===== src/rtl/adma_pkg.sv =====
package adma_pkg;

  // One 64-bit ADMA2 descriptor line
  typedef logic [63:0] adma_desc_t;

  // Up to 65536 bytes per line, counted in words
  typedef logic [16:0] word_count_t;

  // Descriptor field positions
  localparam int DESC_VALID    = 0;
  localparam int DESC_END      = 1;
  localparam int DESC_ACT_LSB  = 4;
  localparam int DESC_LEN_LSB  = 16;
  localparam int DESC_ADDR_LSB = 32;

  // act field encodings
  localparam logic [1:0] ACT_NOP  = 2'd0;
  localparam logic [1:0] ACT_RSV  = 2'd1;
  localparam logic [1:0] ACT_TRAN = 2'd2;
  localparam logic [1:0] ACT_LINK = 2'd3;

  // Descriptor fetch is a two-beat burst
  localparam int DESC_WORDS  = 2;
  localparam int DESC_STRIDE = 8;

  typedef enum logic [2:0] {
    ST_STOP,
    ST_FDS,
    ST_CADR,
    ST_TFR,
    ST_WAIT_XFER
  } adma_state_t;

  localparam int IRQ_XFER = 0;
  localparam int IRQ_ERR  = 1;

endpackage


===== src/rtl/axi_pkg.sv =====
package axi_pkg;

  // Bus widths
  typedef logic [31:0] axi_addr_t;
  typedef logic [31:0] axi_data_t;
  typedef logic [7:0]  axi_len_t;
  typedef logic [1:0]  axi_resp_t;

  // Burst encodings
  localparam logic [2:0] AXI_SIZE_WORD  = 3'b010;
  localparam logic [1:0] AXI_BURST_INCR = 2'b01;

  localparam int MAX_BURST_BEATS = 16;
  localparam int BYTES_PER_WORD  = 4;

  // Response codes
  localparam axi_resp_t AXI_RESP_OKAY   = 2'b00;
  localparam axi_resp_t AXI_RESP_EXOKAY = 2'b01;
  localparam axi_resp_t AXI_RESP_SLVERR = 2'b10;
  localparam axi_resp_t AXI_RESP_DECERR = 2'b11;

endpackage

===== src/rtl/sd_adma_top.sv =====
`timescale 1ns/1ns

module sd_adma_top
  import axi_pkg::*;
  import adma_pkg::*;
(
  input  logic       clock,
  input  logic       reset,
  input  logic       start,
  input  axi_addr_t  desc_pointer,
  input  logic       dir,
  input  logic       int_clear,
  input  logic       xfer_done,
  input  logic       card_word,
  input  axi_data_t  fifo_rd_data,
  output logic       fifo_rd,
  output logic       fifo_wr,
  output axi_data_t  fifo_wr_data,
  output logic [1:0] irq,
  // AXI read side
  output axi_addr_t  araddr,
  output axi_len_t   arlen,
  output logic [2:0] arsize,
  output logic [1:0] arburst,
  output logic       arvalid,
  input  logic       arready,
  input  axi_data_t  rdata,
  input  axi_resp_t  rresp,
  input  logic       rlast,
  input  logic       rvalid,
  output logic       rready,
  // AXI write side
  output axi_addr_t  awaddr,
  output axi_len_t   awlen,
  output logic [2:0] awsize,
  output logic [1:0] awburst,
  output logic       awvalid,
  input  logic       awready,
  output axi_data_t  wdata,
  output logic       wlast,
  output logic       wvalid,
  input  logic       wready,
  input  axi_resp_t  bresp,
  input  logic       bvalid,
  output logic       bready
);

  logic        rd_go;
  axi_addr_t   rd_addr;
  word_count_t rd_words;
  logic        rd_to_fifo;
  logic        rd_busy;
  logic        rd_done;
  logic        rd_error;
  adma_desc_t  desc;
  logic        wr_go;
  axi_addr_t   wr_addr;
  word_count_t wr_words;
  logic        wr_done;
  logic        wr_error;

  // Word beats, incrementing bursts only
  assign arsize  = AXI_SIZE_WORD;
  assign awsize  = AXI_SIZE_WORD;
  assign arburst = AXI_BURST_INCR;
  assign awburst = AXI_BURST_INCR;

  adma_sequencer u_sequencer (
    .clock        (clock),
    .reset        (reset),
    .start        (start),
    .desc_pointer (desc_pointer),
    .dir          (dir),
    .int_clear    (int_clear),
    .xfer_done    (xfer_done),
    .rd_busy      (rd_busy),
    .rd_done      (rd_done),
    .rd_error     (rd_error),
    .desc         (desc),
    .wr_done      (wr_done),
    .wr_error     (wr_error),
    .rd_go        (rd_go),
    .rd_addr      (rd_addr),
    .rd_words     (rd_words),
    .rd_to_fifo   (rd_to_fifo),
    .wr_go        (wr_go),
    .wr_addr      (wr_addr),
    .wr_words     (wr_words),
    .irq          (irq)
  );

  adma_read_engine u_read_engine (
    .clock        (clock),
    .reset        (reset),
    .go           (rd_go),
    .addr         (rd_addr),
    .words        (rd_words),
    .to_fifo      (rd_to_fifo),
    .arready      (arready),
    .rvalid       (rvalid),
    .rlast        (rlast),
    .rdata        (rdata),
    .rresp        (rresp),
    .araddr       (araddr),
    .arlen        (arlen),
    .arvalid      (arvalid),
    .rready       (rready),
    .busy         (rd_busy),
    .done         (rd_done),
    .error        (rd_error),
    .desc         (desc),
    .fifo_wr      (fifo_wr),
    .fifo_wr_data (fifo_wr_data)
  );

  // busy of the write side is not needed by the sequencer
  adma_write_engine u_write_engine (
    .clock        (clock),
    .reset        (reset),
    .go           (wr_go),
    .addr         (wr_addr),
    .words        (wr_words),
    .card_word    (card_word),
    .awready      (awready),
    .wready       (wready),
    .bvalid       (bvalid),
    .bresp        (bresp),
    .fifo_rd_data (fifo_rd_data),
    .awaddr       (awaddr),
    .awlen        (awlen),
    .awvalid      (awvalid),
    .wvalid       (wvalid),
    .wlast        (wlast),
    .bready       (bready),
    .wdata        (wdata),
    .fifo_rd      (fifo_rd),
    .busy         (),
    .done         (wr_done),
    .error        (wr_error)
  );

endmodule


===== src/rtl/adma_sequencer.sv =====
`timescale 1ns/1ns

module adma_sequencer
  import axi_pkg::*;
  import adma_pkg::*;
(
  input  logic        clock,
  input  logic        reset,
  input  logic        start,
  input  axi_addr_t   desc_pointer,
  input  logic        dir,
  input  logic        int_clear,
  input  logic        xfer_done,
  input  logic        rd_busy,
  input  logic        rd_done,
  input  logic        rd_error,
  input  adma_desc_t  desc,
  input  logic        wr_done,
  input  logic        wr_error,
  output logic        rd_go,
  output axi_addr_t   rd_addr,
  output word_count_t rd_words,
  output logic        rd_to_fifo,
  output logic        wr_go,
  output axi_addr_t   wr_addr,
  output word_count_t wr_words,
  output logic [1:0]  irq
);

  adma_state_t state;
  adma_desc_t  line;
  axi_addr_t   pointer;
  axi_addr_t   next_ptr;
  logic        dir_q;
  logic        active;
  logic        xfer_seen;
  logic [1:0]  act;
  logic [15:0] len_bytes;
  word_count_t tfr_words;
  logic        eng_done;
  logic        eng_error;

  assign act       = line[DESC_ACT_LSB +: 2];
  assign len_bytes = line[DESC_LEN_LSB +: 16];
  // Zero length stands for 65536 bytes
  assign tfr_words = (len_bytes == 16'd0) ? word_count_t'(65536 / BYTES_PER_WORD) :
                     word_count_t'(len_bytes / BYTES_PER_WORD);
  assign next_ptr  = (act == ACT_LINK) ? line[DESC_ADDR_LSB +: 32] :
                     pointer + axi_addr_t'(DESC_STRIDE);
  assign eng_done  = dir_q ? wr_done : rd_done;
  assign eng_error = dir_q ? wr_error : rd_error;

  always_ff @(posedge clock) begin
    if (!reset) begin
      state      <= ST_STOP;
      rd_go      <= 1'b0;
      wr_go      <= 1'b0;
      rd_to_fifo <= 1'b0;
      dir_q      <= 1'b0;
      active     <= 1'b0;
      xfer_seen  <= 1'b0;
      irq        <= '0;
    end else begin
      rd_go <= 1'b0;
      wr_go <= 1'b0;
      // The serializer may finish before the last memory write does
      if (xfer_done) begin
        xfer_seen <= 1'b1;
      end
      case (state)
        ST_STOP: begin
          if (start && !rd_busy) begin
            pointer    <= desc_pointer;
            dir_q      <= dir;
            xfer_seen  <= 1'b0;
            rd_go      <= 1'b1;
            rd_addr    <= desc_pointer;
            rd_words   <= word_count_t'(DESC_WORDS);
            rd_to_fifo <= 1'b0;
            state      <= ST_FDS;
          end
        end
        ST_FDS: begin
          if (rd_done) begin
            line <= desc;
            if (rd_error || !desc[DESC_VALID]) begin
              irq[IRQ_ERR] <= 1'b1;
              state        <= ST_STOP;
            end else begin
              state <= ST_CADR;
            end
          end
        end
        ST_CADR: begin
          pointer <= next_ptr;
          unique case (act)
            ACT_TRAN: state <= ST_TFR;
            ACT_LINK, ACT_NOP, ACT_RSV: begin
              if (line[DESC_END]) begin
                state <= ST_WAIT_XFER;
              end else begin
                rd_go      <= 1'b1;
                rd_addr    <= next_ptr;
                rd_words   <= word_count_t'(DESC_WORDS);
                rd_to_fifo <= 1'b0;
                state      <= ST_FDS;
              end
            end
          endcase
        end
        ST_TFR: begin
          if (!active) begin
            // Launch the engine for this direction
            active <= 1'b1;
            if (dir_q) begin
              wr_go    <= 1'b1;
              wr_addr  <= line[DESC_ADDR_LSB +: 32];
              wr_words <= tfr_words;
            end else begin
              rd_go      <= 1'b1;
              rd_addr    <= line[DESC_ADDR_LSB +: 32];
              rd_words   <= tfr_words;
              rd_to_fifo <= 1'b1;
            end
          end else if (eng_done) begin
            active <= 1'b0;
            if (eng_error) begin
              irq[IRQ_ERR] <= 1'b1;
              state        <= ST_STOP;
            end else if (line[DESC_END]) begin
              state <= ST_WAIT_XFER;
            end else begin
              rd_go      <= 1'b1;
              rd_addr    <= pointer;
              rd_words   <= word_count_t'(DESC_WORDS);
              rd_to_fifo <= 1'b0;
              state      <= ST_FDS;
            end
          end
        end
        ST_WAIT_XFER: begin
          if (xfer_done || xfer_seen) begin
            irq[IRQ_XFER] <= 1'b1;
            state         <= ST_STOP;
          end
        end
        default: state <= ST_STOP;
      endcase
      if (int_clear) begin
        irq <= '0;
      end
    end
  end

endmodule


===== src/rtl/adma_write_engine.sv =====
`timescale 1ns/1ns

module adma_write_engine
  import axi_pkg::*;
  import adma_pkg::*;
(
  input  logic        clock,
  input  logic        reset,
  input  logic        go,
  input  axi_addr_t   addr,
  input  word_count_t words,
  input  logic        card_word,
  input  logic        awready,
  input  logic        wready,
  input  logic        bvalid,
  input  axi_resp_t   bresp,
  input  axi_data_t   fifo_rd_data,
  output axi_addr_t   awaddr,
  output axi_len_t    awlen,
  output logic        awvalid,
  output logic        wvalid,
  output logic        wlast,
  output logic        bready,
  output axi_data_t   wdata,
  output logic        fifo_rd,
  output logic        busy,
  output logic        done,
  output logic        error
);

  localparam axi_addr_t BURST_STEP = axi_addr_t'(MAX_BURST_BEATS * BYTES_PER_WORD);

  typedef enum logic [2:0] {
    WR_IDLE,
    WR_WAIT,
    WR_ADDR,
    WR_DATA,
    WR_RESP
  } wr_phase_t;

  wr_phase_t   phase;
  axi_addr_t   cur_addr;
  word_count_t remaining;
  word_count_t sent;
  word_count_t card_count;
  axi_len_t    beat_idx;
  logic [4:0]  burst_words;
  logic        data_beat;
  logic        resp_beat;
  logic        resp_err;

  assign burst_words = (remaining >= word_count_t'(MAX_BURST_BEATS)) ?
                       5'(MAX_BURST_BEATS) : remaining[4:0];
  assign awaddr      = cur_addr;
  assign awlen       = axi_len_t'(burst_words - 5'd1);
  assign wdata       = fifo_rd_data;
  // Also true on the only beat of a 1-beat burst
  assign wlast       = (beat_idx == awlen);
  assign data_beat   = wvalid && wready;
  assign fifo_rd     = data_beat;
  assign resp_beat   = bvalid && bready;
  assign resp_err    = (bresp == AXI_RESP_SLVERR) || (bresp == AXI_RESP_DECERR);

  always_ff @(posedge clock) begin
    if (!reset) begin
      phase      <= WR_IDLE;
      awvalid    <= 1'b0;
      wvalid     <= 1'b0;
      bready     <= 1'b0;
      busy       <= 1'b0;
      done       <= 1'b0;
      error      <= 1'b0;
      remaining  <= '0;
      sent       <= '0;
      card_count <= '0;
      beat_idx   <= '0;
    end else begin
      done <= 1'b0;
      // Words the card has delivered since go
      if (go) begin
        card_count <= word_count_t'(card_word);
      end else if (card_word) begin
        card_count <= card_count + 1'b1;
      end
      case (phase)
        WR_IDLE: begin
          if (go) begin
            remaining <= words;
            sent      <= '0;
            busy      <= 1'b1;
            error     <= 1'b0;
            phase     <= WR_WAIT;
          end
        end
        WR_WAIT: begin
          if (card_count >= sent + word_count_t'(burst_words)) begin
            awvalid <= 1'b1;
            phase   <= WR_ADDR;
          end
        end
        WR_ADDR: begin
          if (awready) begin
            awvalid  <= 1'b0;
            wvalid   <= 1'b1;
            beat_idx <= '0;
            phase    <= WR_DATA;
          end
        end
        WR_DATA: begin
          if (data_beat) begin
            beat_idx <= beat_idx + 1'b1;
            if (wlast) begin
              wvalid <= 1'b0;
              phase  <= WR_RESP;
            end
          end
        end
        WR_RESP: begin
          if (bvalid && !bready) begin
            bready <= 1'b1;
          end
          if (resp_beat) begin
            bready <= 1'b0;
            if (resp_err) begin
              error <= 1'b1;
              busy  <= 1'b0;
              done  <= 1'b1;
              phase <= WR_IDLE;
            end else begin
              remaining <= remaining - word_count_t'(burst_words);
              sent      <= sent + word_count_t'(burst_words);
              if (remaining == word_count_t'(burst_words)) begin
                busy  <= 1'b0;
                done  <= 1'b1;
                phase <= WR_IDLE;
              end else begin
                phase <= WR_WAIT;
              end
            end
          end
        end
        default: phase <= WR_IDLE;
      endcase
    end
  end

  always_ff @(posedge clock) begin
    if (go) begin
      cur_addr <= addr;
    end else if (phase == WR_RESP && resp_beat) begin
      cur_addr <= cur_addr + BURST_STEP;
    end
  end

endmodule


===== src/rtl/adma_read_engine.sv =====
`timescale 1ns/1ns

module adma_read_engine
  import axi_pkg::*;
  import adma_pkg::*;
(
  input  logic        clock,
  input  logic        reset,
  input  logic        go,
  input  axi_addr_t   addr,
  input  word_count_t words,
  input  logic        to_fifo,
  input  logic        arready,
  input  logic        rvalid,
  input  logic        rlast,
  input  axi_data_t   rdata,
  input  axi_resp_t   rresp,
  output axi_addr_t   araddr,
  output axi_len_t    arlen,
  output logic        arvalid,
  output logic        rready,
  output logic        busy,
  output logic        done,
  output logic        error,
  output adma_desc_t  desc,
  output logic        fifo_wr,
  output axi_data_t   fifo_wr_data
);

  localparam axi_addr_t BURST_STEP = axi_addr_t'(MAX_BURST_BEATS * BYTES_PER_WORD);

  axi_addr_t   cur_addr;
  word_count_t remaining;
  logic        to_fifo_q;
  logic [4:0]  burst_words;
  logic        beat;
  logic        beat_err;

  // Full bursts first, tail burst takes what is left
  assign burst_words = (remaining >= word_count_t'(MAX_BURST_BEATS)) ?
                       5'(MAX_BURST_BEATS) : remaining[4:0];
  assign araddr      = cur_addr;
  assign arlen       = axi_len_t'(burst_words - 5'd1);
  assign beat        = rvalid && rready;
  assign beat_err    = (rresp == AXI_RESP_SLVERR) || (rresp == AXI_RESP_DECERR);

  //////////////////////////////
  // Channel control
  //////////////////////////////
  always_ff @(posedge clock) begin
    if (!reset) begin
      arvalid   <= 1'b0;
      rready    <= 1'b0;
      busy      <= 1'b0;
      done      <= 1'b0;
      error     <= 1'b0;
      fifo_wr   <= 1'b0;
      to_fifo_q <= 1'b0;
      remaining <= '0;
    end else begin
      done    <= 1'b0;
      fifo_wr <= 1'b0;
      if (go) begin
        remaining <= words;
        to_fifo_q <= to_fifo;
        busy      <= 1'b1;
        arvalid   <= 1'b1;
        error     <= 1'b0;
      end
      // rready stays up for the whole open burst
      if (arvalid && arready) begin
        arvalid <= 1'b0;
        rready  <= 1'b1;
      end
      if (beat) begin
        remaining <= remaining - 1'b1;
        if (beat_err) begin
          error <= 1'b1;
        end else if (to_fifo_q && !error) begin
          fifo_wr <= 1'b1;
        end
        if (rlast) begin
          rready <= 1'b0;
          // An error response cuts the transfer short at the burst end
          if (remaining == word_count_t'(1) || error || beat_err) begin
            busy <= 1'b0;
            done <= 1'b1;
          end else begin
            arvalid <= 1'b1;
          end
        end
      end
    end
  end

  //////////////////////////////
  // Address and data path
  //////////////////////////////
  always_ff @(posedge clock) begin
    if (go) begin
      cur_addr <= addr;
    end else if (beat && rlast) begin
      cur_addr <= cur_addr + BURST_STEP;
    end
    if (beat) begin
      fifo_wr_data <= rdata;
      // first beat ends up in the low half
      if (!to_fifo_q) begin
        desc <= {rdata, desc[63:32]};
      end
    end
  end

endmodule


===== config.mk =====
export PLATFORM = sky130hd
export DESIGN_NAME = sd_adma_top
export DESIGN_NICKNAME = d
export VERILOG_FILES = /design/src/rtl/adma_pkg.sv /design/src/rtl/axi_pkg.sv /design/src/rtl/sd_adma_top.sv /design/src/rtl/adma_sequencer.sv /design/src/rtl/adma_write_engine.sv /design/src/rtl/adma_read_engine.sv
export SDC_FILE = /design/constraint.sdc
export NUM_CORES = 1
export LEC_CHECK = 0
export ABC_AREA = 1
export BUFFER_PORTS_ARGS = -buffer_cell sky130_fd_sc_hd__buf_2
export CORE_MARGIN = 2
export CORE_UTILIZATION = 51
export CTS_CLUSTER_SIZE = 24
export DETAILED_ROUTE_END_ITERATION = 12
export GPL_TIMING_DRIVEN = 0
export PLACE_DENSITY = 0.7
export SYNTH_ARGS = -nofsm -noshare
export SYNTH_HDL_FRONTEND = slang
export SYNTH_HIERARCHICAL = 1
export SYNTH_SLANG_ARGS = --single-unit

===== constraint.sdc =====
create_clock -name clock -period 8.5 [get_ports clock]
set_input_delay 0.425 -clock clock [delete_from_list [all_inputs] [get_ports clock]]
set_output_delay 0.425 -clock clock [all_outputs]
set_load 0.02 [all_outputs]

== After elaboration in Yosys (flattened, before gate mapping) ==
Index checks and enable logic that the tools add are counted.

* Multipliers: 0
* Bitwise operators: 5
* Equal/unequal tests: 39
* Div/mod/pow operators: 0
* Magnitude comparators: 3
* Shift-type cells: 0
* Add/sub/neg operators: 10
* Multiplexer cells: 122
* Reductions and logical operators: 59

{| class="wikitable"
|+ Operators with widths
! cell !! number
|-
| $mux 32 || 13
|-
| $mux 17 || 15
|-
| $pmux 32 s3 || 1
|-
| $pmux 17 s2 || 2
|-
| $add 32x7->32 const B || 2
|-
| $pmux 32 s2 || 1
|-
| $mux 1 || 59
|-
| $pmux 17 s3 || 1
|-
| $mux 3 || 14
|-
| $ge 17x5->1 const B || 2
|-
| $add 32x4->32 const B || 1
|-
| $pmux 3 s5 || 2
|-
| $ne 2x1->1 const B || 11
|-
| $reduce_bool 2->1 || 10
|-
| $reduce_and 3->1 || 6
|-
| $reduce_and 6->1 || 3
|-
| $add 17x1->17 const B || 1
|-
| $add 17x5->17 || 1
|-
| $eq 17x1->1 const B || 1
|-
| $eq 17x5->1 || 1
|-
| $ge 17x17->1 || 1
|-
| $sub 17x1->17 const B || 1
|-
| $sub 17x5->17 || 1
|-
| $logic_not 16->1 || 1
|-
| other kinds (32) || 87
|}

* Latch bits: 0
* Word-level logic and storage cells: 276
* Flip-flop bits (word level): 456
* Memories: 0
* Output and inout bits: 164
* ROM bits: 0
* RAM bits: 0

== Logic depth before layout (Yosys ltp) ==
* Word-level depth: 7
* Gate-level depth with buffers: 30
* Gate-level depth less buffers: 30

== By module ==
The synthesis kept the hierarchy.

{| class="wikitable"
|+ Modules (own cells, without submodules)
! module !! cells each !! times used !! sequential area each (um^2) !! area an instance (um^2)
|-
| adma_sequencer || 850 || 1 || 5595.4 || 8667.1
|-
| adma_write_engine || 908 || 1 || 2322.2 || 6598.8
|-
| adma_read_engine || 595 || 1 || 4324.1 || 6331.1
|-
| sd_adma_top || 12 || 1 || 0.0 || 82.6
|}

== Least setup slack after synthesis ==
Ideal clock, no wire load.

* Path kind: input-to-reg
* Start point: input reset
* End point: register u_sequencer.line[16] (enable)
* Setup time: 0.523 ns
* Setup slack: 3.769 ns
* Buffers on the path: 1
* Arrival: 4.208 ns
* Stages on the path: 3
* Required time: 7.977 ns
* Cells stage by stage: inv_1 -> clkbuf_1 -> nor3_1

* Cells in the longest elaborated chain, start to end: 1

{| class="wikitable"
|+ Ends and longest elaborated chain
! element !! RTL line !! RTL
|-
| start, declared || sd_adma_top.sv:8 || <nowiki>input logic reset,</nowiki>
|-
| $reduce_and 3->1 (no source line) || -- ||
|-
| end signal, assigned || adma_sequencer.sv:85 || <nowiki>line <= desc;</nowiki>
|-
| end, declared || adma_sequencer.sv:31 || <nowiki>adma_desc_t line;</nowiki>
|}

No other way between the ends.
A chain may end at the register's enable or synchronous reset.

== Worst setup path in the final report ==
* Start point: register u_write_engine.remaining[13]
* End point: register u_write_engine.phase[0]

* Cells in the longest elaborated chain, start to end: 7
* Elaborated cells between the ends (all ways): 14
* Classes of those cells: add/sub: 2; order compare: 2; eq/ne: 4; mux: 5; reduce/logical: 1

{| class="wikitable"
|+ Ends and longest elaborated chain
! element !! RTL line !! RTL
|-
| start, declared || adma_write_engine.sv:43 || <nowiki>word_count_t remaining;</nowiki>
|-
| start signal, assigned || adma_write_engine.sv:88 || <nowiki>remaining <= words;</nowiki>
|-
| start signal, assigned || adma_write_engine.sv:130 || <nowiki>remaining <= remaining - word_count_t'(burst_words);</nowiki>
|-
| parallel branches: the longest is 7 deep, another holds $ge 17x5->1 || -- ||
|-
| end signal, assigned || adma_write_engine.sv:128 || <nowiki>phase <= WR_IDLE;</nowiki>
|-
| end signal, assigned || adma_write_engine.sv:135 || <nowiki>phase <= WR_IDLE;</nowiki>
|-
| end signal, assigned || adma_write_engine.sv:137 || <nowiki>phase <= WR_WAIT;</nowiki>
|-
| end, declared || adma_write_engine.sv:41 || <nowiki>wr_phase_t phase;</nowiki>
|}

Several ways; the timed one is not identified. The select of a mux whose other input is x is not followed.

==> metrics <==
Worst setup startpoint u_write_engine/remaining[13]; Reg2Reg Depth 30; final setup vio count 0; Post-Synthesis Cells 2349; FP Rows 74; Net Sw Frac 37.5%; I/O Buffers 232; Comb power frac 33.1%; final design utilization approximately three fifths; Resized cells post-CTS 0; RR Endpoint u_write_engine/phase[0]; worst vdd ir 0.000195 V; FF-to-FF Start u_write_engine/remaining[13]; nets 2799; Reg power frac 39.0%; vias per cell ~5.4; initial drt markers 1645; CTS max path bufs 3; synthesized area 0.0213 mm²; Warnings, synthesis 6; global-route usage over all layers between 20% and 30%; Die Wd 208 µm; Clock transition at path regs about 0.07 ns; critical path fanouts, max 8; vias in the first global route 16400; most common cell after layout, fill and taps aside nand2_1; HP Class primary input to flip-flop; Max Cap Viol 0; Worst Path Class, Setup flip-flop to flip-flop; Mean Syn Cell Area a little over 9 µm²; Max Slew Vio Count 0; Fin. Hold Viols 0; slowest cell delay on critical path between 0.3 and 0.4 ns; CTS sink count 429; die area ~0.043 mm²; pwr dens between 200 and 300 mW/mm²; worst endpoint required time 8.98 ns; min cycle time layout 4.29 ns; Slew @ Worst Pin 1.19 ns; largest net degree at the start of global routing 42; TritonCTS Buffers 46; TritonCTS clock tree built; cts hold-fix bufs 0; cell repeated most along the worst path nand2_1; CP Launch Type flip-flop; clock latency on the worst-skew pair roughly 0.58 ns; DP Wirelength about 44000 µm; Pint 4.65 mW; Final ANT Viol Nets 0; clk root buf clkbuf_16; first-pass GRT wire length 89600 µm; CP Data Arrival Time 4.77 ns; share of cells above drive strength 1 roughly a fifth; metal3 WL 3810 µm; drt wl/cell 18.1 µm; initial antenna violation count 3; setup tns final 0 ns; CP Capture Point u_write_engine/phase[0]; Die H 208 µm; drc violations 0; Rel. slew slack 20.8%; crit path max-delay cell type dfxtp_1; Net Sw Power around 2.8 mW; H-tree depth 2; unrepaired setup endpoints after global routing no; Routed WL between 50000 and 60000 µm; Crit. End Element flip-flop; met2 WL 27300 µm; DR pass1 iterations 6; M1 WL ~25000 µm; final worst-path cycle share between 50 and 60%; number of stages on the worst hold path 2; Clock power frac 27.9%; outcome finished, final reports clean; Routability Congestion 0.948; via count 17300; Post-CTS Setup Bufs 0; Core Area just over 0.04 mm²; gr ovfl total 0; reg2reg setup slack 4.21 ns; Pleak about 10 nW; IO Count 277; Fin Clk Skew 0.0272 ns; Starting Density 51.9%; most frequent cells in the layout nand2_1, edfxtp_1, buf_2; Layout Area Growth over Synthesis 17.3%; fmax between 200 and 250 MHz; Highest Signal Layer met4
flip-flops by register name, indices dropped and copies added, names as in the netlist, 3 cells and up:
name,count
u_write_engine/beat_idx,8
u_sequencer/line,51
u_write_engine/card_count,17
u_write_engine/sent,17
u_write_engine/phase,3
u_sequencer/wr_addr,32
u_sequencer/state,3
u_read_engine/araddr,32
u_sequencer/rd_words,17
u_sequencer/wr_words,15
u_read_engine/remaining,17
u_read_engine/desc,52
u_write_engine/awaddr,32
u_read_engine/fifo_wr_data,32
u_sequencer/rd_addr,32
u_write_engine/remaining,17
u_sequencer/pointer,32
layer usage:
metal | track usage [%] | vias up
li1 | - | 8393
met1 | 35.6 | 8168
met2 | 43.3 | 645
met3 | 4.26 | 92
met4 | 10.6 | 0
met5 | 0 | -
stage by stage:
stage	cells	setup slack, ns	area [µm²]	hold slack (ns)	power [mW]
2_1_floorplan	2358	3.77	21300	0.400	4.62
3_3_place_gp	3122	1.62	23100	0.400	5.29
3_5_place_dp	3136	4.21	23400	0.405	5.36
4_1_cts	3221	4.19	25000	0.00579	7.45
5_1_grt	3222	3.69	25000	0.0181	7.86
6_report	3224	4.21	25000	0.0320	7.44
layout make-up:
cell class,instances,area (µm²)
Fill cell,3496,16000
Buffer,118,688
Tap cell,532,666
Clock inverter,30,364
Clock buffer,55,1200
Multi-Input combinational cell,1561,7870
Antenna cell,3,7.51
Sequential cell,429,11900
Timing Repair Buffer,246,1370
Inverter,250,941
how the worst min path moves through the flow:
| stage | end | from |
|---|---|---|
| after floorplan | u_sequencer/line[16] | u_read_engine/desc[16] |
| after global placement | u_sequencer/line[38] | u_read_engine/desc[38] |
| after detailed placement | u_sequencer/line[18] | u_read_engine/desc[18] |
| after CTS | u_read_engine/fifo_wr | rresp[1] |
| after global routing | u_read_engine/fifo_wr_data[13] | rdata[13] |
| final | u_read_engine/fifo_wr | rresp[1] |
worst max-delay path: cells and delay by family (launching register included):
kind            cells  cell delay (ns)
simple gates       21             2.73
compound gates      1             0.10
flops               1             0.33
buf+inv             5             0.33
fa+ha+maj           3             0.70
power by group through the flow:
stage,clock network [mW],logic (mW),registers [mW]
after floorplan,0,1.66,2.96
after global placement,0,2.35,2.95
after detailed placement,0,2.43,2.94
after CTS,2.11,2.44,2.89
after global routing,2.19,2.74,2.93
final,2.08,2.46,2.90
Note: power is estimated with default switching activity, not from simulation.
